<file path="src/intr_pkg.sv">
package intr_pkg;

    // Number of request lines. The 3-bit ID inside the bus byte fixes it at 8.
    localparam int NUM_SRC = 8;

    // Source identifier, one of 0 to 7.
    typedef logic [2:0] intr_id_t;

    // Operating mode held by the command decoder.
    typedef enum logic [1:0] {
        MODE_NONE = 2'b00,  // Waiting for commands.
        MODE_POLL = 2'b01,  // Round-robin scan.
        MODE_PRIO = 2'b10   // Table-ordered scan.
    } intr_mode_e;

    // Complete configuration, 26 bits.
    typedef struct packed {
        intr_mode_e                 mode;        // Active mode.
        intr_id_t [NUM_SRC-1:0]     prio_table;  // Entry 0 is the highest priority.
    } intr_cfg_t;

    // One interrupt issued by the scanner, 4 bits.
    typedef struct packed {
        logic     valid;  // Single-cycle issue strobe.
        intr_id_t id;     // Source being issued.
    } intr_req_t;

    // Command codes on bus_in[1:0].
    localparam logic [1:0] CMD_POLL = 2'b01;  // Select polling.
    localparam logic [1:0] CMD_PRIO = 2'b10;  // One word of the priority table.

    // Prefixes placed above the ID when the controller presents it.
    localparam logic [4:0] CODE_ID_POLL = 5'b01011;
    localparam logic [4:0] CODE_ID_PRIO = 5'b10011;

    // Prefixes the processor sends with the serviced ID.
    localparam logic [4:0] CODE_DONE_POLL = 5'b10100;
    localparam logic [4:0] CODE_DONE_PRIO = 5'b01100;

endpackage

</file>
<file path="src/intr_cmd_decoder.sv">
`timescale 1ns/1ps

module intr_cmd_decoder (
    input  logic                clk_in,       // System clock.
    input  logic                rst_in,       // Asynchronous reset, active high.
    input  logic [7:0]          bus_in,       // Command words from the processor.
    input  logic                proto_error,  // Bad done byte, drop the configuration.
    output intr_pkg::intr_cfg_t cfg           // Mode and priority table.
);
    import intr_pkg::*;

    intr_mode_e             mode_q;      // Current operating mode.
    intr_id_t [NUM_SRC-1:0] table_q;     // Priority table, entry 0 highest.
    logic [1:0]             word_cnt_q;  // CMD_PRIO words taken so far.
    logic                   idle;        // No mode selected, commands accepted.
    intr_id_t               slot_hi;     // Slot written from bus_in[7:5].
    intr_id_t               slot_lo;     // Slot written from bus_in[4:2].

    assign idle    = (mode_q == MODE_NONE);
    assign slot_hi = {word_cnt_q, 1'b0};  // Even slot of the pair.
    assign slot_lo = {word_cnt_q, 1'b1};  // Odd slot of the pair.

    always_ff @(posedge clk_in or posedge rst_in) begin
        if (rst_in) begin
            mode_q     <= MODE_NONE;
            table_q    <= '0;
            word_cnt_q <= '0;
        end else if (proto_error) begin
            // Error wins over any command on the bus.
            mode_q     <= MODE_NONE;
            table_q    <= '0;
            word_cnt_q <= '0;
        end else if (idle) begin
            case (bus_in[1:0])
                CMD_POLL: begin
                    mode_q     <= MODE_POLL;  // Active on the next cycle.
                    word_cnt_q <= '0;         // Drop a half-loaded table sequence.
                end
                CMD_PRIO: begin
                    // Words may arrive with gaps in between.
                    table_q[slot_hi] <= bus_in[7:5];
                    table_q[slot_lo] <= bus_in[4:2];
                    word_cnt_q       <= word_cnt_q + 2'd1;  // Wraps to 0 after the fourth.
                    if (word_cnt_q == 2'd3) begin
                        mode_q <= MODE_PRIO;  // Table complete.
                    end
                end
                default: begin
                    // Other codes are ignored.
                end
            endcase
        end
    end

    // Configuration is frozen outside MODE_NONE.
    assign cfg = '{mode: mode_q, prio_table: table_q};

endmodule

</file>
<file path="src/intr_scanner.sv">
`timescale 1ns/1ps

module intr_scanner (
    input  logic                clk_in,         // System clock.
    input  logic                rst_in,         // Asynchronous reset, active high.
    input  logic [7:0]          intr_rq,        // Request lines, active high.
    input  intr_pkg::intr_cfg_t cfg,            // Mode and priority table.
    input  logic                credit_return,  // ISR finished, credit comes back.
    input  logic                proto_error,    // Handshake failed.
    output intr_pkg::intr_req_t req             // Issue toward the handshake block.
);
    import intr_pkg::*;

    logic     credit_q;  // One interrupt may be in flight.
    intr_id_t idx_q;     // Polling position.
    logic     armed_q;   // Mode was already valid last cycle.
    logic     eval;      // Scanner evaluates this cycle.
    logic     prio_hit;  // Some table entry is active.
    intr_id_t prio_id;   // First active table entry.

    // One idle cycle after the mode turns valid.
    assign eval = armed_q && (cfg.mode != MODE_NONE);

    // Lowest table index wins, so walk from the bottom up.
    always_comb begin
        prio_hit = 1'b0;
        prio_id  = '0;
        for (int i = NUM_SRC - 1; i >= 0; i--) begin
            if (intr_rq[cfg.prio_table[i]]) begin
                prio_hit = 1'b1;
                prio_id  = cfg.prio_table[i];
            end
        end
    end

    // Issue only while the credit is held.
    always_comb begin
        req = '0;
        if (eval && credit_q) begin
            case (cfg.mode)
                MODE_POLL: begin
                    req.valid = intr_rq[idx_q];
                    req.id    = idx_q;
                end
                MODE_PRIO: begin
                    req.valid = prio_hit;
                    req.id    = prio_id;
                end
                default: begin
                    req = '0;
                end
            endcase
        end
    end

    always_ff @(posedge clk_in or posedge rst_in) begin
        if (rst_in) begin
            credit_q <= 1'b1;
            idx_q    <= '0;
            armed_q  <= 1'b0;
        end else begin
            armed_q <= (cfg.mode != MODE_NONE);
            if (proto_error) begin
                credit_q <= 1'b1;  // Nothing is outstanding after an error.
                idx_q    <= '0;
            end else begin
                if (credit_return) begin
                    credit_q <= 1'b1;
                end else if (req.valid) begin
                    credit_q <= 1'b0;  // Spent in the issue cycle.
                end
                // Step past an idle source only. Without the credit the index freezes.
                if (eval && credit_q && (cfg.mode == MODE_POLL) && !intr_rq[idx_q]) begin
                    idx_q <= idx_q + 3'd1;  // 7 wraps to 0.
                end
            end
        end
    end

endmodule

</file>
<file path="src/intr_cpu_handshake.sv">
`timescale 1ns/1ps

module intr_cpu_handshake (
    input  logic                clk_in,         // System clock.
    input  logic                rst_in,         // Asynchronous reset, active high.
    input  intr_pkg::intr_req_t req,            // Issue from the scanner.
    input  intr_pkg::intr_cfg_t cfg,            // Mode selects the code set.
    input  logic                intr_in,        // Processor acknowledge, active low.
    input  logic [7:0]          bus_in,         // Done byte from the processor.
    output logic                intr_out,       // Interrupt to the processor.
    output logic                bus_oe,         // Controller drives the bus.
    output logic [7:0]          bus_out,        // Code and ID byte.
    output logic                credit_return,  // ISR done, correct byte.
    output logic                proto_error     // ISR done, wrong byte.
);
    import intr_pkg::*;

    // Processor-side phases.
    typedef enum logic [1:0] {
        IDLE      = 2'b00,  // Waiting for an issue.
        WAIT_ACK  = 2'b01,  // intr_out high, first pulse pending.
        PRESENT   = 2'b10,  // ID byte on the bus, second pulse pending.
        WAIT_DONE = 2'b11   // Bus released, done byte pending.
    } phase_e;

    phase_e     phase_q;    // Current phase.
    intr_id_t   id_q;       // Source being serviced.
    logic       ack;        // Low pulse seen on intr_in.
    logic       prio_sel;   // Priority code set in use.
    logic [4:0] id_code;    // Prefix for the presented byte.
    logic [4:0] done_code;  // Prefix the processor must return.
    logic [7:0] done_byte;  // Full expected done byte.

    assign ack       = ~intr_in;
    assign prio_sel  = (cfg.mode == MODE_PRIO);  // Mode is stable during service.
    assign id_code   = prio_sel ? CODE_ID_PRIO : CODE_ID_POLL;
    assign done_code = prio_sel ? CODE_DONE_PRIO : CODE_DONE_POLL;
    assign done_byte = {done_code, id_q};

    // Serviced ID, written only at issue.
    always_ff @(posedge clk_in) begin
        if ((phase_q == IDLE) && req.valid) begin
            id_q <= req.id;
        end
    end

    always_ff @(posedge clk_in or posedge rst_in) begin
        if (rst_in) begin
            phase_q       <= IDLE;
            intr_out      <= 1'b0;
            bus_oe        <= 1'b0;
            bus_out       <= '0;
            credit_return <= 1'b0;
            proto_error   <= 1'b0;
        end else begin
            credit_return <= 1'b0;  // Both are one-cycle pulses.
            proto_error   <= 1'b0;
            case (phase_q)
                IDLE: begin
                    if (req.valid) begin
                        intr_out <= 1'b1;  // Rises the cycle after the issue.
                        phase_q  <= WAIT_ACK;
                    end
                end
                WAIT_ACK: begin
                    if (ack) begin
                        intr_out <= 1'b0;
                        bus_out  <= {id_code, id_q};
                        bus_oe   <= 1'b1;
                        phase_q  <= PRESENT;
                    end
                end
                PRESENT: begin
                    if (ack) begin
                        bus_oe  <= 1'b0;  // Release the bus for the done byte.
                        bus_out <= '0;
                        phase_q <= WAIT_DONE;
                    end
                end
                WAIT_DONE: begin
                    if (ack) begin
                        if (bus_in == done_byte) begin
                            credit_return <= 1'b1;
                        end else begin
                            proto_error <= 1'b1;  // Decoder drops the mode.
                        end
                        phase_q <= IDLE;
                    end
                end
                default: begin
                    phase_q <= IDLE;
                end
            endcase
        end
    end

endmodule

</file>
<file path="src/intr_ctrl_top.sv">
`timescale 1ns/1ps

module intr_ctrl_top (
    input  logic       clk_in,    // System clock.
    input  logic       rst_in,    // Asynchronous reset, active high.
    input  logic [7:0] intr_rq,   // Request lines.
    input  logic [7:0] bus_in,    // Bus, processor to controller.
    input  logic       intr_in,   // Acknowledge, active low.
    output logic       intr_out,  // Interrupt to the processor.
    output logic [7:0] bus_out,   // Bus, controller to processor.
    output logic       bus_oe     // Bus direction, resolved on the board.
);
    import intr_pkg::*;

    intr_cfg_t cfg;            // Configuration from the decoder.
    intr_req_t req;            // Scanner issue.
    logic      credit_return;  // Correct done byte.
    logic      proto_error;    // Wrong done byte.

    intr_cmd_decoder u_decoder (
        .clk_in      (clk_in),
        .rst_in      (rst_in),
        .bus_in      (bus_in),
        .proto_error (proto_error),
        .cfg         (cfg)
    );

    intr_scanner u_scanner (
        .clk_in        (clk_in),
        .rst_in        (rst_in),
        .intr_rq       (intr_rq),
        .cfg           (cfg),
        .credit_return (credit_return),
        .proto_error   (proto_error),
        .req           (req)
    );

    intr_cpu_handshake u_handshake (
        .clk_in        (clk_in),
        .rst_in        (rst_in),
        .req           (req),
        .cfg           (cfg),
        .intr_in       (intr_in),
        .bus_in        (bus_in),
        .intr_out      (intr_out),
        .bus_oe        (bus_oe),
        .bus_out       (bus_out),
        .credit_return (credit_return),
        .proto_error   (proto_error)
    );

endmodule

</file>
<file path="config.mk">
export PLATFORM = sky130hd
export DESIGN_NAME = intr_ctrl_top
export DESIGN_NICKNAME = d
export VERILOG_FILES = /design/src/intr_pkg.sv /design/src/intr_cmd_decoder.sv /design/src/intr_scanner.sv /design/src/intr_cpu_handshake.sv /design/src/intr_ctrl_top.sv
export SDC_FILE = /design/constraint.sdc
export NUM_CORES = 1
export LEC_CHECK = 0
export CAP_MARGIN = 5
export CORE_ASPECT_RATIO = 1.4
export CORE_UTILIZATION = 48
export DETAILED_ROUTE_END_ITERATION = 16
export DONT_BUFFER_PORTS = 1
export MAX_ROUTING_LAYER = met4
export REMOVE_ABC_BUFFERS = 1
export SYNTH_ARGS = -nofsm -noshare
export SYNTH_HDL_FRONTEND = slang
export SYNTH_HIERARCHICAL = 1
export SYNTH_SLANG_ARGS = --single-unit
</file>
<file path="constraint.sdc">
create_clock -name clk_in -period 2.9 [get_ports clk_in]
set_input_delay 0.29 -clock clk_in [delete_from_list [all_inputs] [get_ports clk_in]]
set_output_delay 0.29 -clock clk_in [all_outputs]
set_load 0.05 [all_outputs]
</file>
==> metrics.md, run 1 <==
| Metric | Value |
|---|---|
| Status | finished clean |
| Number of enable flip-flop cells after synthesis | 3 |
| Total congestion overflow | 0 |
| Commonest non-fill, non-tap cell in the layout | dfrtp_1 |
| Port Buffers | 0 |
| Pre-CTS setup slack | ~0.12 ns |
| Slew headroom | ~48% |
| Max rail drop VDD | ~0.00052 V |
| Ratio of cells with drive above 1 in the final layout | 13.5% |
| Flop-to-flop setup slack | between 0.1 and 0.15 ns |
| Slew Viols, Final | 0 |
| FP Rows | 35 |
| DP HPWL | roughly 6600 um |
| XOR/XNOR share of the synthesized area | under 10% |
| Final wirelength | 8870 um |
| Placer Congestion | just under 0.9 |
| Post-layout min period | around 2.8 ns |
| Mapped Area | approximately 3400 um^2 |
| CTS tree | built |
| DR pass1 iterations | 4 |
| Finished Layout Cells | 402 |
| Multi-input logic area | between 1500 and 2000 um^2 |
| Power per cell area | 887 nW/um^2 |
| Clk_lat worst skew | 0.32 ns |
| Post-Place Cell Area | between 3000 and 4000 um^2 |
| Clock Sinks | between 40 and 50 |
| Synth async-reset ratio | a little over nine tenths |
| Worst min-delay path category | in -> reg |
| Reg-to-reg critical path startpoint | u_decoder/cfg[0] |
| FF+latch area | approximately 1200 um^2 |
| First-pass GRT wire length | ~14000 um |
| ANT nets after route | 0 |
| DR vias | 2523 |
| Final instance area | 3540 um^2 |
| Max cap viols | 0 |
| Fin crit share | around 96% |
| Nets | between 300 and 400 |
| Die height | just over 100 um |
| Worst hold margin | around 0.049 ns |
| Seq cells post-synth | 47 |
| Root Driver | clkbuf_8 |
| Clock-pin slew on the worst setup and hold paths | about 0.1 ns |
| Post-route DRC | 0 |
| DIE AREA | ~7300 um^2 |
| Synth Area in Adders | around 4.5% |
| Initial Util | between 50 and 60% |
| Post-synthesis compound-gate area fraction | just under 20% |
| Synth cell types | 69 |
| Total Negative Setup Slacks | 0 ns |
| CTS max path bufs | 2 |
| Multiplexer share of the synthesized area | 17.7% |
| Hold EP | u_handshake/proto_error |
| Via density | around 6.3 |
| RR Endpoint | u_handshake/phase_q[1] |
| Required @ worst endpoint | ~3 ns |
| Final-layout fill cell count | 613 |
| RSZ-0062 raised after global routing | false |
| Number of diodes | 0 |
| Largest net degree at the start of global routing | 29 |
| Worst Reg-to-Reg Cells | 7 |
| Setup-failing EPs final | 0 |
| Die Span X | 72.7 um |
| H-tree Lvls | 2 |
| GRT Resource Usage Total | between 20% and 30% |
| CP Class | reg -> reg |
| Yosys warns | 6 |
| CP max FO | 6 |
| Leakage power total | roughly 1.5 nW |
| Placed instance count | slightly below 400 |
| Slew at the pin closest to its max-slew limit | a little under 0.8 ns |
| Tot Pwr | 3.14 mW |
| Wire per inst | 22.1 um |
| Vias in the first global route | ~2600 |
| Simple-Gate Fraction of Synth Area | between 10% and 20% |
| Largest family of logic cells by synthesized area | compound AO/OA/AOI/OAI gates |
| Hold path depth | 1 |
| Initial antenna violation count | 0 |
| Sequential-to-total area share from yosys stat | between 30% and 40% |
| Startpoint Class | register |
| Syn_area_per_cell | roughly 11 um^2 |
| Area delta synth->final | 5.63% |
| Clk_skew | 0.0181 ns |
| Core area | between 6000 and 7000 um^2 |
| Gate Count Post-Synth | 312 |
| Most frequent cells in the layout | dfrtp_1 (42), a22o_1 (25), inv_1 (20), nand2_1 (16), nor2_1 (14) |
| CP Capture Type | register |
| Min setup slack post-route | between 0.1 and 0.15 ns |
| I/O pins | 29 |
| Hold Crit Start | intr_in |
| CTS Buf Count | 5 |
| Synth Flop Type | dfrtp_1 |
| Core Util, Final | 53.2% |
| Final hold violations | 0 |
| Drt first-iter violations | 118 |
| Worst Path Arrival | ~3.0 ns |
| Max Fclk | around 0.36 GHz |
[registers in the layout, summed over array words and instances (netlist names)]
name,cells
u_handshake/credit_return,1
u_decoder/cfg,24
u_decoder/mode_q,2
u_scanner/credit_q,1
u_scanner/armed_q,1
u_handshake/id_q,3
u_handshake/phase_q,2
u_handshake/intr_out,1
u_scanner/idx_q,3
u_handshake/bus_out,6
u_handshake/proto_error,1
u_decoder/word_cnt_q,2
[Yosys cell counts, types with 4 or more instances]
cell,instances,area share (%)
nor2b_1,9,1.7
ha_1,12,4.5
mux4_1,4,3.1
inv_1,20,2.2
nor2_1,14,1.6
buf_2,6,0.90
nand2b_1,7,1.3
nand2_1,16,1.8
mux4_2,10,6.7
and3_1,5,0.93
mux2_2,6,2.0
nor3_1,4,0.60
mux2i_1,11,3.3
buf_4,6,1.3
dfrtp_1,43,32
a21oi_1,10,1.5
xor2_1,4,1.0
a22o_1,25,6.5
o21ai_0,11,1.6
and2_1,8,1.5
[worst max-delay path, cell delays in order (launching register included)]
cell and delay (ns):
dfrtp_2 0.41, mux4_1 0.59, mux2_4 0.33, or2_0 0.24
o41ai_2 0.42, nand2_1 0.16, o21ai_2 0.19, mux2_4 0.32
[power by group]
part | switching (mW) | internal [mW]
Clock | 0.248 | 0.173
Combinational | 0.739 | 0.700
Sequential | 0.411 | 0.871
[routing by layer]
| layer | track usage, % | up-vias | share of wire (%) |
|---|---|---|---|
| met2 | 49.3 | 58 | 55 |
| met3 | 3.30 | 19 | 3.1 |
| met4 | 8.75 | 0 | 2.2 |
| met5 | - | - | 0 |
| li1 | - | 1179 | - |
| met1 | 28.9 | 1267 | 39 |
[worst max path at each step]
stage	start	end	slack, ns
3_3_place_gp	u_decoder/cfg[0]	u_handshake/phase_q[1]	0.20
4_1_cts	u_decoder/cfg[0]	u_handshake/phase_q[1]	0.09
3_5_place_dp	u_decoder/cfg[0]	u_handshake/phase_q[1]	0.12
6_report	u_decoder/cfg[0]	u_handshake/phase_q[1]	0.13
5_1_grt	u_decoder/cfg[0]	u_handshake/phase_q[1]	0.01
2_1_floorplan	u_decoder/cfg[0]	u_handshake/phase_q[1]	0.32
[cell families after synthesis]
kind of cell | count (synthesis)
xor gates and xnor gates | 5
other | 1
and+or+nand+nor | 90
adders and majority gates | 12
DFF | 47
muxes | 36
buffers and inverters | 37
AOI/OAI and AO/OA | 84
[repair_timing]
item | in CTS | in global routing
endpoints found under the hold margin | 16 | 3
buffers inserted | 0 | 0
hold buffers | 1 | 1
setup endpoints to repair | 0 | 1
resized for setup | 0 | 1
[layout make-up]
type / count / share of cell area [%]
Timing Repair Buffer: 7 / 2.19
Tap cell: 92 / 3.25
Sequential cell: 47 / 33.7
Clock buffer: 5 / 1.94
Multi-Input combinational cell: 228 / 56.2
Clock inverter: 3 / 0.636
Inverter: 20 / 2.12
Power figures use the tool's default switching activity.
==> run 2, diff against run 1 <==
Settings changed: CORE_MARGIN from default to 2.
==> metrics.md, run 2 (same netlist as run 1, synthesis figures left out) <==
| Metric | Value |
|---|---|
| DR pass1 iterations | 6 |
| Flop pwr share | slightly above 40% |
| Die Span X | approximately 75 um |
| Port Buffers | 0 |
| Post-Place Cell Area | approximately 3400 um^2 |
| Crit-path cells | mux4_1, mux2_4, or2_0, o41ai_2, nand2_1, o21ai_2, mux2_4 |
| Drt first-iter violations | 150 |
| Tot Pwr | 3.10 mW |
| Switching Fraction | ~44% |
| Post-CTS setup repair buffer count | 0 |
| Clk_skew | between 0.01 and 0.015 ns |
| I/O pins | 29 |
| Commonest non-fill, non-tap cell in the layout | dfrtp_1 |
| Vias in the first global route | roughly 2600 |
| Root Driver | clkbuf_8 |
| Clock-pin slew on the worst setup and hold paths | approximately 0.090 ns |
| GRT Resource Usage Total | roughly 25% |
| Clock Sinks | 47 |
| Total congestion overflow | 0 |
| Final instance area | roughly 3500 um^2 |
| Slew at the pin closest to its max-slew limit | 1.12 ns |
| CP Class | reg -> reg |
| Critical path's top delay family | multiplexers |
| Post-route DRC | 0 |
| DR vias | roughly 2500 |
| Startpoint Class | register |
| Placer Congestion | roughly 0.88 |
| Int Power | ~1.7 mW |
| ANT nets after route | 0 |
| Slew Viols, Final | 0 |
| Required @ worst endpoint | 3.10 ns |
| Core Util, Final | roughly half |
| Wire per inst | 21.5 um |
| Most frequent cells in the layout | dfrtp_1 (43), a22o_1 (25), inv_1 (20), nand2_1 (16), nor2_1 (14) |
| Max cap viols | 0 |
| Area delta synth->final | 4.70% |
| Setup-failing EPs final | 0 |
| Post-layout min period | between 2 and 3 ns |
| H-tree Lvls | 2 |
| Slowest-stage cell, CP | mux4_1 |
| Power per cell area | 883 nW/um^2 |
| Clock power frac | 13.2% |
| Finished Layout Cells | 404 |
| NetSw | about 1.4 mW |
| RSZ-0062 raised after global routing | false |
| Die height | around 100 um |
| Final hold violations | 0 |
| Most frequent CP cell | mux2_4 |
| Multi-input logic area | 1990 um^2 |
| Placed instance count | around 400 |
| First-pass GRT wire length | 13600 um |
| Slew headroom | between 20% and 30% |
| CTS tree | built |
| Slowest stage delay, CP | about 0.58 ns |
| Buf+Inv Stages, Crit Path | 0 |
| Via density | between 6 and 7 |
| Nets | between 300 and 400 |
| Total Negative Setup Slacks | 0 ns |
| Final wirelength | 8680 um |
| Status | finished clean |
| Core area | 6850 um^2 |
| Min setup slack post-route | 0.205 ns |
| Final-layout fill cell count | 660 |
| Pre-CTS setup slack | about 0.17 ns |
| DIE AREA | 7680 um^2 |
| CP max FO | 6 |
| Gates resized, CTS repair | 0 |
| Combinational fraction of design power | a little under half |
| Max Fclk | 0.371 GHz |
| Worst min-delay path category | in -> reg |
| CP Capture Type | register |
| CTS max path bufs | 2 |
| DP HPWL | around 6500 um |
| Initial antenna violation count | 0 |
| Number of diodes | 0 |
| Leakage power total | between 1 and 1.5 nW |
| Fin crit share | about 93% |
| Worst Path Arrival | approximately 2.9 ns |
| FF+latch area | about 1200 um^2 |
| Ratio of cells with drive above 1 in the final layout | between 10% and 20% |
| Max reg flops | 24 |
| FP Rows | 36 |
| Clk_lat worst skew | ~0.31 ns |
| Worst hold margin | 0.0405 ns |
| CTS Buf Count | 5 |
| Max rail drop VDD | about 0.00057 V |
| Largest net degree at the start of global routing | 29 |
| Initial Util | 49.0% |
==> run 2: cell types whose count changed in the layout (fill, tap and decap cells not counted) <==
cell	delta
clkinv_2	+1
dlygate4sd3_1	-1
clkinv_4	-1
dfrtp_1	+1
buf_16	-1
buf_4	+1
dfrtp_2	-1
==> run 2: repair_timing <==
item                                   in CTS  in global routing
hold buffers                                1                  0
endpoints found under the hold margin      16                  0
setup endpoints to repair                   0                  1
==> run 2: cell type report <==
class,count,area share (%)
Clock buffer,5,1.96
Clock inverter,3,0.534
Inverter,20,2.14
Multi-Input combinational cell,228,56.7
Sequential cell,47,34.0
Tap cell,95,3.38
Timing Repair Buffer,6,1.35
==> run 2: power groups by stage <==
stage,logic [mW],registers (mW),clock network (mW)
floorplan,1.06,1.30,0
global placement,1.40,1.27,0
detailed placement,1.41,1.28,0
CTS,1.42,1.27,0.416
global route,1.56,1.31,0.452
finish,1.43,1.27,0.408
==> run 2: layer usage <==
metal  GRT usage [%]  share of wire, %
met4            8.38               2.3
met3            3.71               3.9
met1            28.1                41
met2            43.7                53
met5               -                 0
==> run 2: path summary, 6_finish.rpt <==
| path | from | endpoint | slack (ns) | cells after the start |
|---|---|---|---|---|
| setup / recovery | u_decoder/cfg[0] | u_handshake/phase_q[1] | 0.20 | 7 |
| hold / removal | intr_in | u_handshake/proto_error | 0.04 | 1 |
| setup reg to reg | u_decoder/cfg[0] | u_handshake/phase_q[1] | 0.20 | 7 |
| hold reg to reg | u_handshake/credit_return | u_scanner/credit_q | 0.50 | 1 |
| max in group asynchronous | rst_in | u_decoder/cfg[2] | 2.08 | 1 |
| min in group asynchronous | rst_in | u_decoder/cfg[22] | 0.15 | 1 |
==> run 2: worst register-to-register path, cell delays in order (launching register included) <==
cell and delay (ns):
dfrtp_1 0.42, mux4_1 0.59, mux2_4 0.32, or2_0 0.24, o41ai_2 0.35, nand2_1 0.16, o21ai_2 0.19, mux2_4 0.31
